===== src/tlcs_alu_params.svh =====
// Sizing macros for the ALU block. Included by the package and by every
// module that sizes its datapath from them.
`ifndef TLCS_ALU_PARAMS_SVH
`define TLCS_ALU_PARAMS_SVH

// datapath width, long operands
`define TLCS_DW 32

// divider steps per operand width
`define TLCS_DIV_W_ITER 16
`define TLCS_DIV_B_ITER 8

`define TLCS_OP_W 5

`endif


===== src/tlcs_alu_pkg.sv =====
// Operation, carry-source and operand width types shared by the ALU
// block. Referenced by scoped name from the modules.
`include "tlcs_alu_params.svh"

package tlcs_alu_pkg;

    typedef enum logic [`TLCS_OP_W-1:0] {
        ADD,
        SUB,    // op0 - op1 - carry
        AND,
        OR,
        XOR,
        CPL,    // low half only
        DAA,
        BAND,
        BOR,
        BXOR,
        BSET,
        SHL,    // one bit per operation
        SHR,
        MUL,
        MULS,
        DIV,
        DIVS,
        MIRR,
        BS1B
    } alu_op_e;

    typedef enum logic [2:0] {
        CIN,    // stored carry
        COM,    // inverted stored carry
        HI,
        ZF,     // stored zero flag
        SA,     // sign of op2 at the current width
        SH,     // op2 bit 0
        ZERO
    } carry_src_e;

    typedef enum logic [1:0] {
        W_BYTE,
        W_WORD,
        W_LONG
    } op_width_e;

endpackage


===== src/alu_res_if.sv =====
// Next result and flags from the ALU to the flag register, with the
// strobe that stores them.
`timescale 1ns/100ps
`include "tlcs_alu_params.svh"

interface alu_res_if;

    logic [`TLCS_DW-1:0] nx_rslt;
    logic                nx_c;
    logic                nx_h;  // carry out of bit 3
    logic                nx_n;
    logic                nx_z;
    logic                nx_v;
    logic                load;  // qualified by cen in the register

    modport alu (
        output nx_rslt, nx_c, nx_h, nx_n, nx_z, nx_v, load
    );

    modport flags (
        input  nx_rslt, nx_c, nx_h, nx_n, nx_z, nx_v, load
    );

endinterface


===== src/tlcs_div.sv =====
// Iterative restoring divider, 32/16 or 16/8, signed or unsigned. One
// step per cen cycle; quot and rem are valid while done is high.
`timescale 1ns/100ps
`include "tlcs_alu_params.svh"

module tlcs_div(
    input  logic                  clk,
    input  logic                  rst_n,
    input  logic                  cen,
    input  logic                  start,
    input  logic                  word,      // 32/16 when set, else 16/8
    input  logic                  sign,
    input  logic [`TLCS_DW-1:0]   dividend,
    input  logic [`TLCS_DW/2-1:0] divisor,
    output logic [`TLCS_DW/2-1:0] quot,
    output logic [`TLCS_DW/2-1:0] rem,
    output logic                  busy,
    output logic                  done,
    output logic                  v
);

localparam int HW = `TLCS_DW/2;
localparam int CW = $clog2(`TLCS_DIV_W_ITER);

logic [CW-1:0]       cnt;
logic [HW-1:0]       r, q, dsr;     // partial remainder, shifter, divisor
logic                word_r, sign_r, neg_q, neg_r, ovf_r;
logic                dvd_s, dsr_s;
logic [`TLCS_DW-1:0] dvd_mag;
logic [HW-1:0]       dsr_mag, r_init, q_init;
logic [HW:0]         r_sh;
logic [HW-1:0]       r_nx, q_nx, lim;

assign dvd_s = sign & (word ? dividend[`TLCS_DW-1] : dividend[HW-1]);
assign dsr_s = sign & (word ? divisor[HW-1] : divisor[HW/2-1]);

// byte mode keeps the upper halves of the magnitudes at zero
always_comb begin
    if (word) begin
        dvd_mag = dvd_s ? -dividend : dividend;
        dsr_mag = dsr_s ? -divisor : divisor;
        r_init  = dvd_mag[`TLCS_DW-1:HW];
        q_init  = dvd_mag[HW-1:0];
    end else begin
        dvd_mag = {{HW{1'b0}}, dvd_s ? -dividend[HW-1:0] : dividend[HW-1:0]};
        dsr_mag = {{HW/2{1'b0}}, dsr_s ? -divisor[HW/2-1:0] : divisor[HW/2-1:0]};
        r_init  = {{HW/2{1'b0}}, dvd_mag[HW-1:HW/2]};
        q_init  = {dvd_mag[HW/2-1:0], {HW/2{1'b0}}};
    end
end

// one subtract-and-shift step
always_comb begin
    r_sh = {r, q[HW-1]};
    if (r_sh >= {1'b0, dsr}) begin
        r_nx = HW'(r_sh - {1'b0, dsr});
        q_nx = {q[HW-2:0], 1'b1};
    end else begin
        r_nx = r_sh[HW-1:0];
        q_nx = {q[HW-2:0], 1'b0};
    end
end

always_ff @(posedge clk or negedge rst_n) begin
    if (!rst_n) begin
        busy <= 1'b0;
        cnt  <= '0;
    end else if (cen) begin
        if (start) begin
            busy <= 1'b1;
            cnt  <= word ? CW'(`TLCS_DIV_W_ITER-1) : CW'(`TLCS_DIV_B_ITER-1);
        end else if (busy) begin
            busy <= cnt != '0;
            cnt  <= cnt - 1'b1;
        end
    end
end

always_ff @(posedge clk) begin
    if (cen) begin
        if (start) begin
            r      <= r_init;
            q      <= q_init;
            dsr    <= dsr_mag;
            word_r <= word;
            sign_r <= sign;
            neg_q  <= dvd_s ^ dsr_s;
            neg_r  <= dvd_s;             // remainder follows the dividend
            ovf_r  <= r_init >= dsr_mag; // also catches a zero divisor
        end else if (busy) begin
            r <= r_nx;
            q <= q_nx;
        end
    end
end

assign done = busy & cen & (cnt == '0);
assign quot = neg_q ? -q_nx : q_nx;
assign rem  = neg_r ? -r_nx : r_nx;

// largest signed quotient magnitude is one more when negative
assign lim = word_r ? (HW'(1) << (HW-1)) : (HW'(1) << (HW/2-1));
assign v   = ovf_r | (sign_r & (neg_q ? q_nx > lim : q_nx >= lim));

// busy only ends through done
a_busy_ends_on_done: assert property (@(posedge clk) disable iff (!rst_n)
    $fell(busy) |-> $past(done));

a_no_start_busy: assert property (@(posedge clk) disable iff (!rst_n)
    start |-> !busy);

endmodule


===== src/tlcs_alu.sv =====
// Combinational ALU for byte, word and long operands. Drives the next
// result and flags on res; divisions go through the iterative divider.
`timescale 1ns/100ps
`include "tlcs_alu_params.svh"

module tlcs_alu(
    input  logic                     clk,
    input  logic                     rst_n,
    input  logic                     cen,
    input  logic                     exec,
    input  logic [`TLCS_DW-1:0]      op0,      // destination
    input  logic [`TLCS_DW-1:0]      op1,      // source
    input  logic [`TLCS_DW-1:0]      op2,      // extra operand
    input  tlcs_alu_pkg::op_width_e  width,
    input  tlcs_alu_pkg::alu_op_e    alu_sel,
    input  tlcs_alu_pkg::carry_src_e carry_sel,
    input  logic                     cin,
    input  logic                     hin,
    input  logic                     nin,
    input  logic                     zin,
    output logic                     div_busy,
    alu_res_if.alu                   res
);

localparam int DW = `TLCS_DW;
localparam int HW = DW/2;

logic                    cx, bs, ws, sub, bsel;
logic                    is_div, div_start, div_done, div_v, div_word;
logic [HW-1:0]           div_quot, div_rem;
logic [DW-1:0]           bx, sum, rslt;
logic                    hc, c8, c16, c32, add_c, add_h, add_v;
logic [7:0]              daa;
logic signed [DW-1:0]    smul;
logic [3:0]              bs_idx;
logic                    c_o, h_o, v_o;
tlcs_alu_pkg::op_width_e wsel;

function automatic logic msb(input logic [DW-1:0] x, input tlcs_alu_pkg::op_width_e w);
    case (w)
        tlcs_alu_pkg::W_BYTE: msb = x[7];
        tlcs_alu_pkg::W_WORD: msb = x[15];
        default:              msb = x[DW-1];
    endcase
endfunction

assign bs        = width == tlcs_alu_pkg::W_BYTE;
assign ws        = width == tlcs_alu_pkg::W_WORD;
assign is_div    = alu_sel == tlcs_alu_pkg::DIV || alu_sel == tlcs_alu_pkg::DIVS;
assign div_start = exec & is_div & ~div_busy;
assign bsel      = op0[op1[3:0]];

tlcs_div u_div (
    .clk      ( clk                          ),
    .rst_n    ( rst_n                        ),
    .cen      ( cen                          ),
    .start    ( div_start                    ),
    .word     ( ~bs                          ),
    .sign     ( alu_sel == tlcs_alu_pkg::DIVS ),
    .dividend ( op0                          ),
    .divisor  ( op1[HW-1:0]                  ),
    .quot     ( div_quot                     ),
    .rem      ( div_rem                      ),
    .busy     ( div_busy                     ),
    .done     ( div_done                     ),
    .v        ( div_v                        )
);

// packing of the divider result is decided at start
always_ff @(posedge clk or negedge rst_n) begin
    if (!rst_n)
        div_word <= 1'b0;
    else if (cen && div_start)
        div_word <= ~bs;
end

always_comb begin
    case (carry_sel)
        tlcs_alu_pkg::CIN:  cx = cin;
        tlcs_alu_pkg::COM:  cx = ~cin;
        tlcs_alu_pkg::HI:   cx = 1'b1;
        tlcs_alu_pkg::ZF:   cx = zin;
        tlcs_alu_pkg::SA:   cx = msb(op2, width);
        tlcs_alu_pkg::SH:   cx = op2[0];
        default:            cx = 1'b0;
    endcase
end

// nibble-chained adder, subtraction as op0 + ~op1 + ~cx
always_comb begin
    sub = alu_sel == tlcs_alu_pkg::SUB;
    bx  = sub ? ~op1 : op1;
    {hc,  sum[3:0]}   = {1'b0, op0[3:0]}   + {1'b0, bx[3:0]}   + {4'd0, sub ^ cx};
    {c8,  sum[7:4]}   = {1'b0, op0[7:4]}   + {1'b0, bx[7:4]}   + {4'd0, hc};
    {c16, sum[15:8]}  = {1'b0, op0[15:8]}  + {1'b0, bx[15:8]}  + {8'd0, c8};
    {c32, sum[31:16]} = {1'b0, op0[31:16]} + {1'b0, bx[31:16]} + {16'd0, c16};
    add_c = sub ^ (bs ? c8 : ws ? c16 : c32);   // borrow on subtract
    add_h = sub ^ hc;
    add_v = (msb(op0, width) == msb(bx, width)) && (msb(sum, width) != msb(op0, width));
end

// decimal correction of the low byte
always_comb begin
    daa = 8'h00;
    if (hin || op0[3:0] > 4'd9)
        daa[3:0] = 4'h6;
    if (cin || op0[7:0] > 8'h99)
        daa[7:4] = 4'h6;
end

assign smul = $signed(op0[HW-1:0]) * $signed(op1[HW-1:0]);

always_comb begin
    bs_idx = 4'd0;
    for (int i = 0; i < HW; i++) begin
        if (op0[i])
            bs_idx = 4'(i);   // highest set bit wins
    end
end

always_comb begin
    rslt = op0;
    c_o  = cin;
    h_o  = hin;
    v_o  = 1'b0;
    case (alu_sel)
        tlcs_alu_pkg::ADD, tlcs_alu_pkg::SUB: begin
            rslt = sum;
            c_o  = add_c;
            h_o  = add_h;
            v_o  = add_v;
        end
        tlcs_alu_pkg::AND:  rslt = op0 & op1;
        tlcs_alu_pkg::OR:   rslt = op0 | op1;
        tlcs_alu_pkg::XOR:  rslt = op0 ^ op1;
        tlcs_alu_pkg::CPL:  rslt[HW-1:0] = ~op0[HW-1:0];
        tlcs_alu_pkg::DAA: begin
            rslt[7:0] = nin ? op0[7:0] - daa : op0[7:0] + daa;
            c_o = cin | (op0[7:0] > 8'h99);
            h_o = nin ? hin & (op0[3:0] < 4'd6) : op0[3:0] > 4'd9;
        end
        tlcs_alu_pkg::BAND: begin
            rslt[op1[3:0]] = bsel & cx;
            c_o = bsel & cx;
        end
        tlcs_alu_pkg::BOR: begin
            rslt[op1[3:0]] = bsel | cx;
            c_o = bsel | cx;
        end
        tlcs_alu_pkg::BXOR: begin
            rslt[op1[3:0]] = bsel ^ cx;
            c_o = bsel ^ cx;
        end
        tlcs_alu_pkg::BSET: rslt[op1[3:0]] = cx;
        tlcs_alu_pkg::SHL: begin
            rslt = {op2[DW-2:0], cx};
            c_o  = msb(op2, width);
        end
        tlcs_alu_pkg::SHR: begin
            rslt = {cx, op2[DW-1:1]};
            if (bs)
                rslt[7] = cx;
            if (ws)
                rslt[15] = cx;
            c_o = op2[0];
        end
        tlcs_alu_pkg::MUL:  rslt = op0[HW-1:0] * op1[HW-1:0];
        tlcs_alu_pkg::MULS: rslt = smul;
        tlcs_alu_pkg::MIRR: rslt[HW-1:0] = {<<{op0[HW-1:0]}};
        tlcs_alu_pkg::BS1B: begin
            rslt = DW'(bs_idx);
            v_o  = ~|op0[HW-1:0];  // nothing set
        end
        default: ;
    endcase
    // divider finishing overrides whatever is selected now
    if (div_done) begin
        rslt = div_word ? {div_rem, div_quot}
                        : {{HW{1'b0}}, div_rem[7:0], div_quot[7:0]};
        c_o  = cin;
        h_o  = hin;
        v_o  = div_v;
    end
end

assign wsel = div_done ? (div_word ? tlcs_alu_pkg::W_LONG : tlcs_alu_pkg::W_WORD) : width;

always_comb begin
    if (alu_sel == tlcs_alu_pkg::BSET && !div_done)
        res.nx_z = ~bsel;
    else begin
        case (wsel)
            tlcs_alu_pkg::W_BYTE: res.nx_z = rslt[7:0] == '0;
            tlcs_alu_pkg::W_WORD: res.nx_z = rslt[15:0] == '0;
            default:              res.nx_z = rslt == '0;
        endcase
    end
end

assign res.nx_rslt = rslt;
assign res.nx_c    = c_o;
assign res.nx_h    = h_o;
assign res.nx_n    = msb(rslt, wsel);
assign res.nx_v    = v_o;
assign res.load    = div_done | (exec & ~div_busy & ~is_div);

// instruction sequencing must wait for the divider
a_exec_idle: assert property (@(posedge clk) disable iff (!rst_n)
    exec |-> !div_busy);

endmodule


===== src/tlcs_flag_reg.sv =====
// Result and flag register. Stores the ALU outputs on load and feeds
// c, h, n and z back to the ALU for carry chains and DAA.
`timescale 1ns/100ps
`include "tlcs_alu_params.svh"

module tlcs_flag_reg(
    input  logic                clk,
    input  logic                rst_n,
    input  logic                cen,
    alu_res_if.flags            res,
    output logic [`TLCS_DW-1:0] rslt,
    output logic                c,
    output logic                h,
    output logic                n,
    output logic                z,
    output logic                v
);

always_ff @(posedge clk or negedge rst_n) begin
    if (!rst_n) begin
        rslt <= '0;
        c    <= 1'b0;
        h    <= 1'b0;
        n    <= 1'b0;
        z    <= 1'b0;
        v    <= 1'b0;
    end else if (cen && res.load) begin
        rslt <= res.nx_rslt;
        c    <= res.nx_c;     // next ADD with CIN continues from here
        h    <= res.nx_h;
        n    <= res.nx_n;
        z    <= res.nx_z;
        v    <= res.nx_v;
    end
end

// an unknown strobe would corrupt the whole register
a_load_known: assert property (@(posedge clk) disable iff (!rst_n)
    !$isunknown(res.load));

endmodule


===== src/tlcs_alu_core.sv =====
// Top level of the ALU block: the ALU, its divider and the flag
// register, with the stored flags looped back as ALU inputs.
`timescale 1ns/100ps
`include "tlcs_alu_params.svh"

module tlcs_alu_core(
    input  logic                     clk,
    input  logic                     rst_n,
    input  logic                     cen,
    input  logic [`TLCS_DW-1:0]      op0,
    input  logic [`TLCS_DW-1:0]      op1,
    input  logic [`TLCS_DW-1:0]      op2,
    input  tlcs_alu_pkg::op_width_e  width,
    input  tlcs_alu_pkg::alu_op_e    alu_sel,
    input  tlcs_alu_pkg::carry_src_e carry_sel,
    input  logic                     exec,     // one-cycle strobe
    output logic                     div_busy,
    output logic [`TLCS_DW-1:0]      rslt,
    output logic                     c,
    output logic                     h,
    output logic                     n,
    output logic                     z,
    output logic                     v
);

alu_res_if res_if();

tlcs_alu u_alu (
    .clk       ( clk          ),
    .rst_n     ( rst_n        ),
    .cen       ( cen          ),
    .exec      ( exec         ),
    .op0       ( op0          ),
    .op1       ( op1          ),
    .op2       ( op2          ),
    .width     ( width        ),
    .alu_sel   ( alu_sel      ),
    .carry_sel ( carry_sel    ),
    .cin       ( c            ),   // stored flags loop back
    .hin       ( h            ),
    .nin       ( n            ),
    .zin       ( z            ),
    .div_busy  ( div_busy     ),
    .res       ( res_if.alu   )
);

tlcs_flag_reg u_flag_reg (
    .clk   ( clk          ),
    .rst_n ( rst_n        ),
    .cen   ( cen          ),
    .res   ( res_if.flags ),
    .rslt  ( rslt         ),
    .c     ( c            ),
    .h     ( h            ),
    .n     ( n            ),
    .z     ( z            ),
    .v     ( v            )
);

endmodule


===== config.mk =====
export PLATFORM = sky130hd
export DESIGN_NAME = tlcs_alu_core
export DESIGN_NICKNAME = d
export VERILOG_FILES = /design/src/tlcs_alu_pkg.sv /design/src/alu_res_if.sv /design/src/tlcs_div.sv /design/src/tlcs_alu.sv /design/src/tlcs_flag_reg.sv /design/src/tlcs_alu_core.sv
export VERILOG_INCLUDE_DIRS = /design/src
export SDC_FILE = /design/constraint.sdc
export NUM_CORES = 2
export LEC_CHECK = 0
export BUFFER_PORTS_ARGS = -buffer_cell sky130_fd_sc_hd__buf_2
export CAP_MARGIN = 20
export CORE_MARGIN = 1
export CORE_UTILIZATION = 50
export CTS_CLUSTER_SIZE = 20
export DETAILED_ROUTE_END_ITERATION = 6
export PLACE_DENSITY = 0.67
export SLEW_MARGIN = 40
export SYNTH_ARGS = -nofsm -noshare
export SYNTH_HDL_FRONTEND = slang
export SYNTH_SLANG_ARGS = --single-unit
export TNS_END_PERCENT = 20

===== constraint.sdc =====
create_clock -name clk -period 13.3 [get_ports clk]
set_input_delay 0 -clock clk [delete_from_list [all_inputs] [get_ports clk]]
set_output_delay 0 -clock clk [all_outputs]
set_load 0.01 [all_outputs]

==> results.toml <==
[clock_network]
path_clk_slew_ns = 0.07
cts.sinks = 96
cts_tree = "done"
cts.path.max_buffers = 2
cts_resized = 0
cts-root-buf = "clkbuf_16"
htree_num_levels = 3
clock_latency_ns = 0.36
cts_buffers = 9

[worst_setup_path]
cp_slowest_stage_delay_ns = 0.56
worst_r2r_endpoint = "u_flag_reg.c$_DFFE_PN0P_"
crit_path_top_delay_cell = "a22o_1"
required_ns = 13.54
worstSetupPathType = "reg -> reg"
crit_top_cell = "fa_1"
reg2reg_slack_ns = 4.08
cp.arrival_ns = 9.46
r2r_cells = 35
path_max_fanout = 8
endpoint_kind = "flop"
start_kind = "flop"
r2r-start = "u_flag_reg.c$_DFFE_PN0P_"

[job]
cap_violations = 0

[layout]
finalInstanceArea_mm2 = 0.0305
mostFrequentLayoutCell = "inv_1"
nets = 4351
layout_common_cells = "571 x inv_1, 375 x fa_1, 339 x nand2_1"
drive_gt1_share_pct = 8.23
area_growth_pct = 6.34

[die]
core_mm2 = 0.0566
fp.dieW_um = 242
initial_core_util_pct = 50.7
fp-row-count = 87
dieArea_mm2 = 0.0584
dieHeight_um = 242
ios = 148

[global_route]
antenna_found_initial = 3
grt_max_degree = 51
grt_use_total_pct = 39.1
first_global_vias = 26842
gr-total-overflow = 0
grt_pass1_wl_um = 170000

[synth]
synth_edf_count = 53
ys_ff_latch = 96
yosysWarnings = 0
synth_nets = 4304
synth_ff_type = "edfxtp_1"
netlist_instances = 3519
ys_async_sr_fraction_pct = 44.8
synth.distinct_cells = 95
synth-seq-area-share_pct = 9.29
syn_area_mm2 = 0.0287
avgSynthCellArea_um2 = 8.16

[timing]
slew_headroom_pct = 36.4
finalCriticalPeriod_ns = 9.22
rsz0062_at_grt = "false"
finalSetupTns_ns = 0
worstMarginPinSlew_ns = 0.948
fmax_ghz = 0.108
hold_violations = 0
fin_skew_ns = 0.00856
finalSetupViolCount = 0
finalMaxSlewViolations = 0
finalCritPeriodShare_pct = 69.3

[outcome]
status = "complete, no violations"

[pwr]
peakVddDrop_uv = 348
power.leakage_nw = 14.5
power_density_mw_per_mm2 = 304

[place]
place_area_mm2 = 0.0302
port_buffers = 147
place_congestion = 1.03
dp_hpwl_um = 90800

[min_path]
min_path_type = "in -> reg"
hold-path-endpoint = "u_flag_reg.h$_DFFE_PN0P_"
min_path_cells = 4
min-delay-start = "exec"

[detailed_routing]
ant_nets = 0
routed_wl_um = 115000
viasPerCell = 6.28
first_iter_violations = 3320
wl_per_cell_um = 26.5
drc = 0
firstDrtPassIters = 7
route.vias.total = 27191
==> metal layers <==
layer	part of all wire [%]	wire [µm]	global-route usage, %
met5	0.012	14	0
met4	7.0	8020	23.5
met3	11	13100	8.42
met2	43	49000	59.0
met1	39	44800	51.3
==> timing repair <==
| item | in CTS | in global routing |
|---|---|---|
| buffers inserted | 0 | 0 |
| endpoints found under the hold margin | 45 | 0 |
| hold buffers | 2 | 0 |
==> cells in the mapped netlist (all sizes together), types with 22 or more instances <==
cell type	n	area, µm²
a211oi	29	223
a21o	40	300
a21oi	178	898
a221oi	33	289
a22oi	28	210
a31oi	36	225
buf	55	260
clkbuf	115	432
dfrtp	43	1080
edfxtp	53	1590
fa	375	7510
ha	300	3750
inv	576	2160
mux2i	27	270
nand2	341	1280
nand2b	31	194
nand3	44	220
nand4	22	138
nor2	306	1150
nor3	66	330
o211ai	29	218
o21ai	169	846
o22ai	24	150
o31ai	34	260
or3	25	156
xnor2	137	1200
xor2	46	403
==> worst max-delay path by stage <==
stage                                  start                         endpoint  depth (start not counted)
floorplan                         alu_sel[3]  u_flag_reg.rslt[30]$_DFFE_PN0P_                         38
global placement                  alu_sel[4]         u_flag_reg.c$_DFFE_PN0P_                         37
detailed placement                alu_sel[4]         u_flag_reg.c$_DFFE_PN0P_                         37
CTS                 u_flag_reg.c$_DFFE_PN0P_         u_flag_reg.c$_DFFE_PN0P_                         35
global route        u_flag_reg.c$_DFFE_PN0P_         u_flag_reg.c$_DFFE_PN0P_                         35
finish              u_flag_reg.c$_DFFE_PN0P_         u_flag_reg.c$_DFFE_PN0P_                         35
==> layout make-up <==
type / instances / area (µm²)
fillers: 5537 / 26100
multi-input cells: 2667 / 23200
flip-flops and latches: 96 / 2670
inverters: 586 / 2210
repair buffers: 206 / 1180
well taps: 756 / 946
clock buffers: 10 / 229
clock inverters: 6 / 93.8
diodes: 4 / 10.0
==> metrics by stage <==
step | util, % | std cells | hold WS (ns) | total power (W) | setup slack, ns
finish | 53.9 | 4331 | 0.135 | 0.00929 | 4.08
global placement | 53.2 | 4307 | 0.233 | 0.00872 | 3.99
floorplan | - | 3519 | -0.296 | 0.00622 | 4.78
detailed placement | 53.3 | 4308 | 0.0416 | 0.00874 | 3.88
CTS | 53.9 | 4326 | 0.101 | 0.00909 | 4.17
global route | 53.9 | 4328 | 0.127 | 0.0101 | 3.65
==> critical path: cells and delay by family (launching register included) <==
kind | cells | cell delay (ns)
fa+ha+maj | 8 | 3.29
simple gates | 4 | 0.49
buf+inv | 1 | 0.09
xor+xnor | 2 | 0.33
compound gates | 20 | 4.46
flops | 1 | 0.42
==> state kept, by name (all words and copies together) (netlist names), 4 cells and up <==
| name | cells |
|---|---|
| u_alu.u_div.cnt | 4 |
| u_alu.u_div.q | 16 |
| u_alu.u_div.r | 16 |
| u_flag_reg.rslt | 32 |
| u_alu.u_div.dsr | 16 |
==> kinds of logic after synthesis <==
group	Yosys count	synth area share, %
compound gates	780	18.2
mux	44	1.82
simple gates	985	15.8
fa+ha+maj	675	39.2
xor+xnor	183	5.58
flops	96	9.29
buf+inv	756	10.1
==> report_power, final <==
| group | internal [W] | switching [W] |
|---|---|---|
| logic | 0.00319 | 0.00530 |
| clock network | 0.000166 | 0.000121 |
| registers | 0.000418 | 0.0000894 |
No activity file was read; power rests on OpenSTA's default activity.
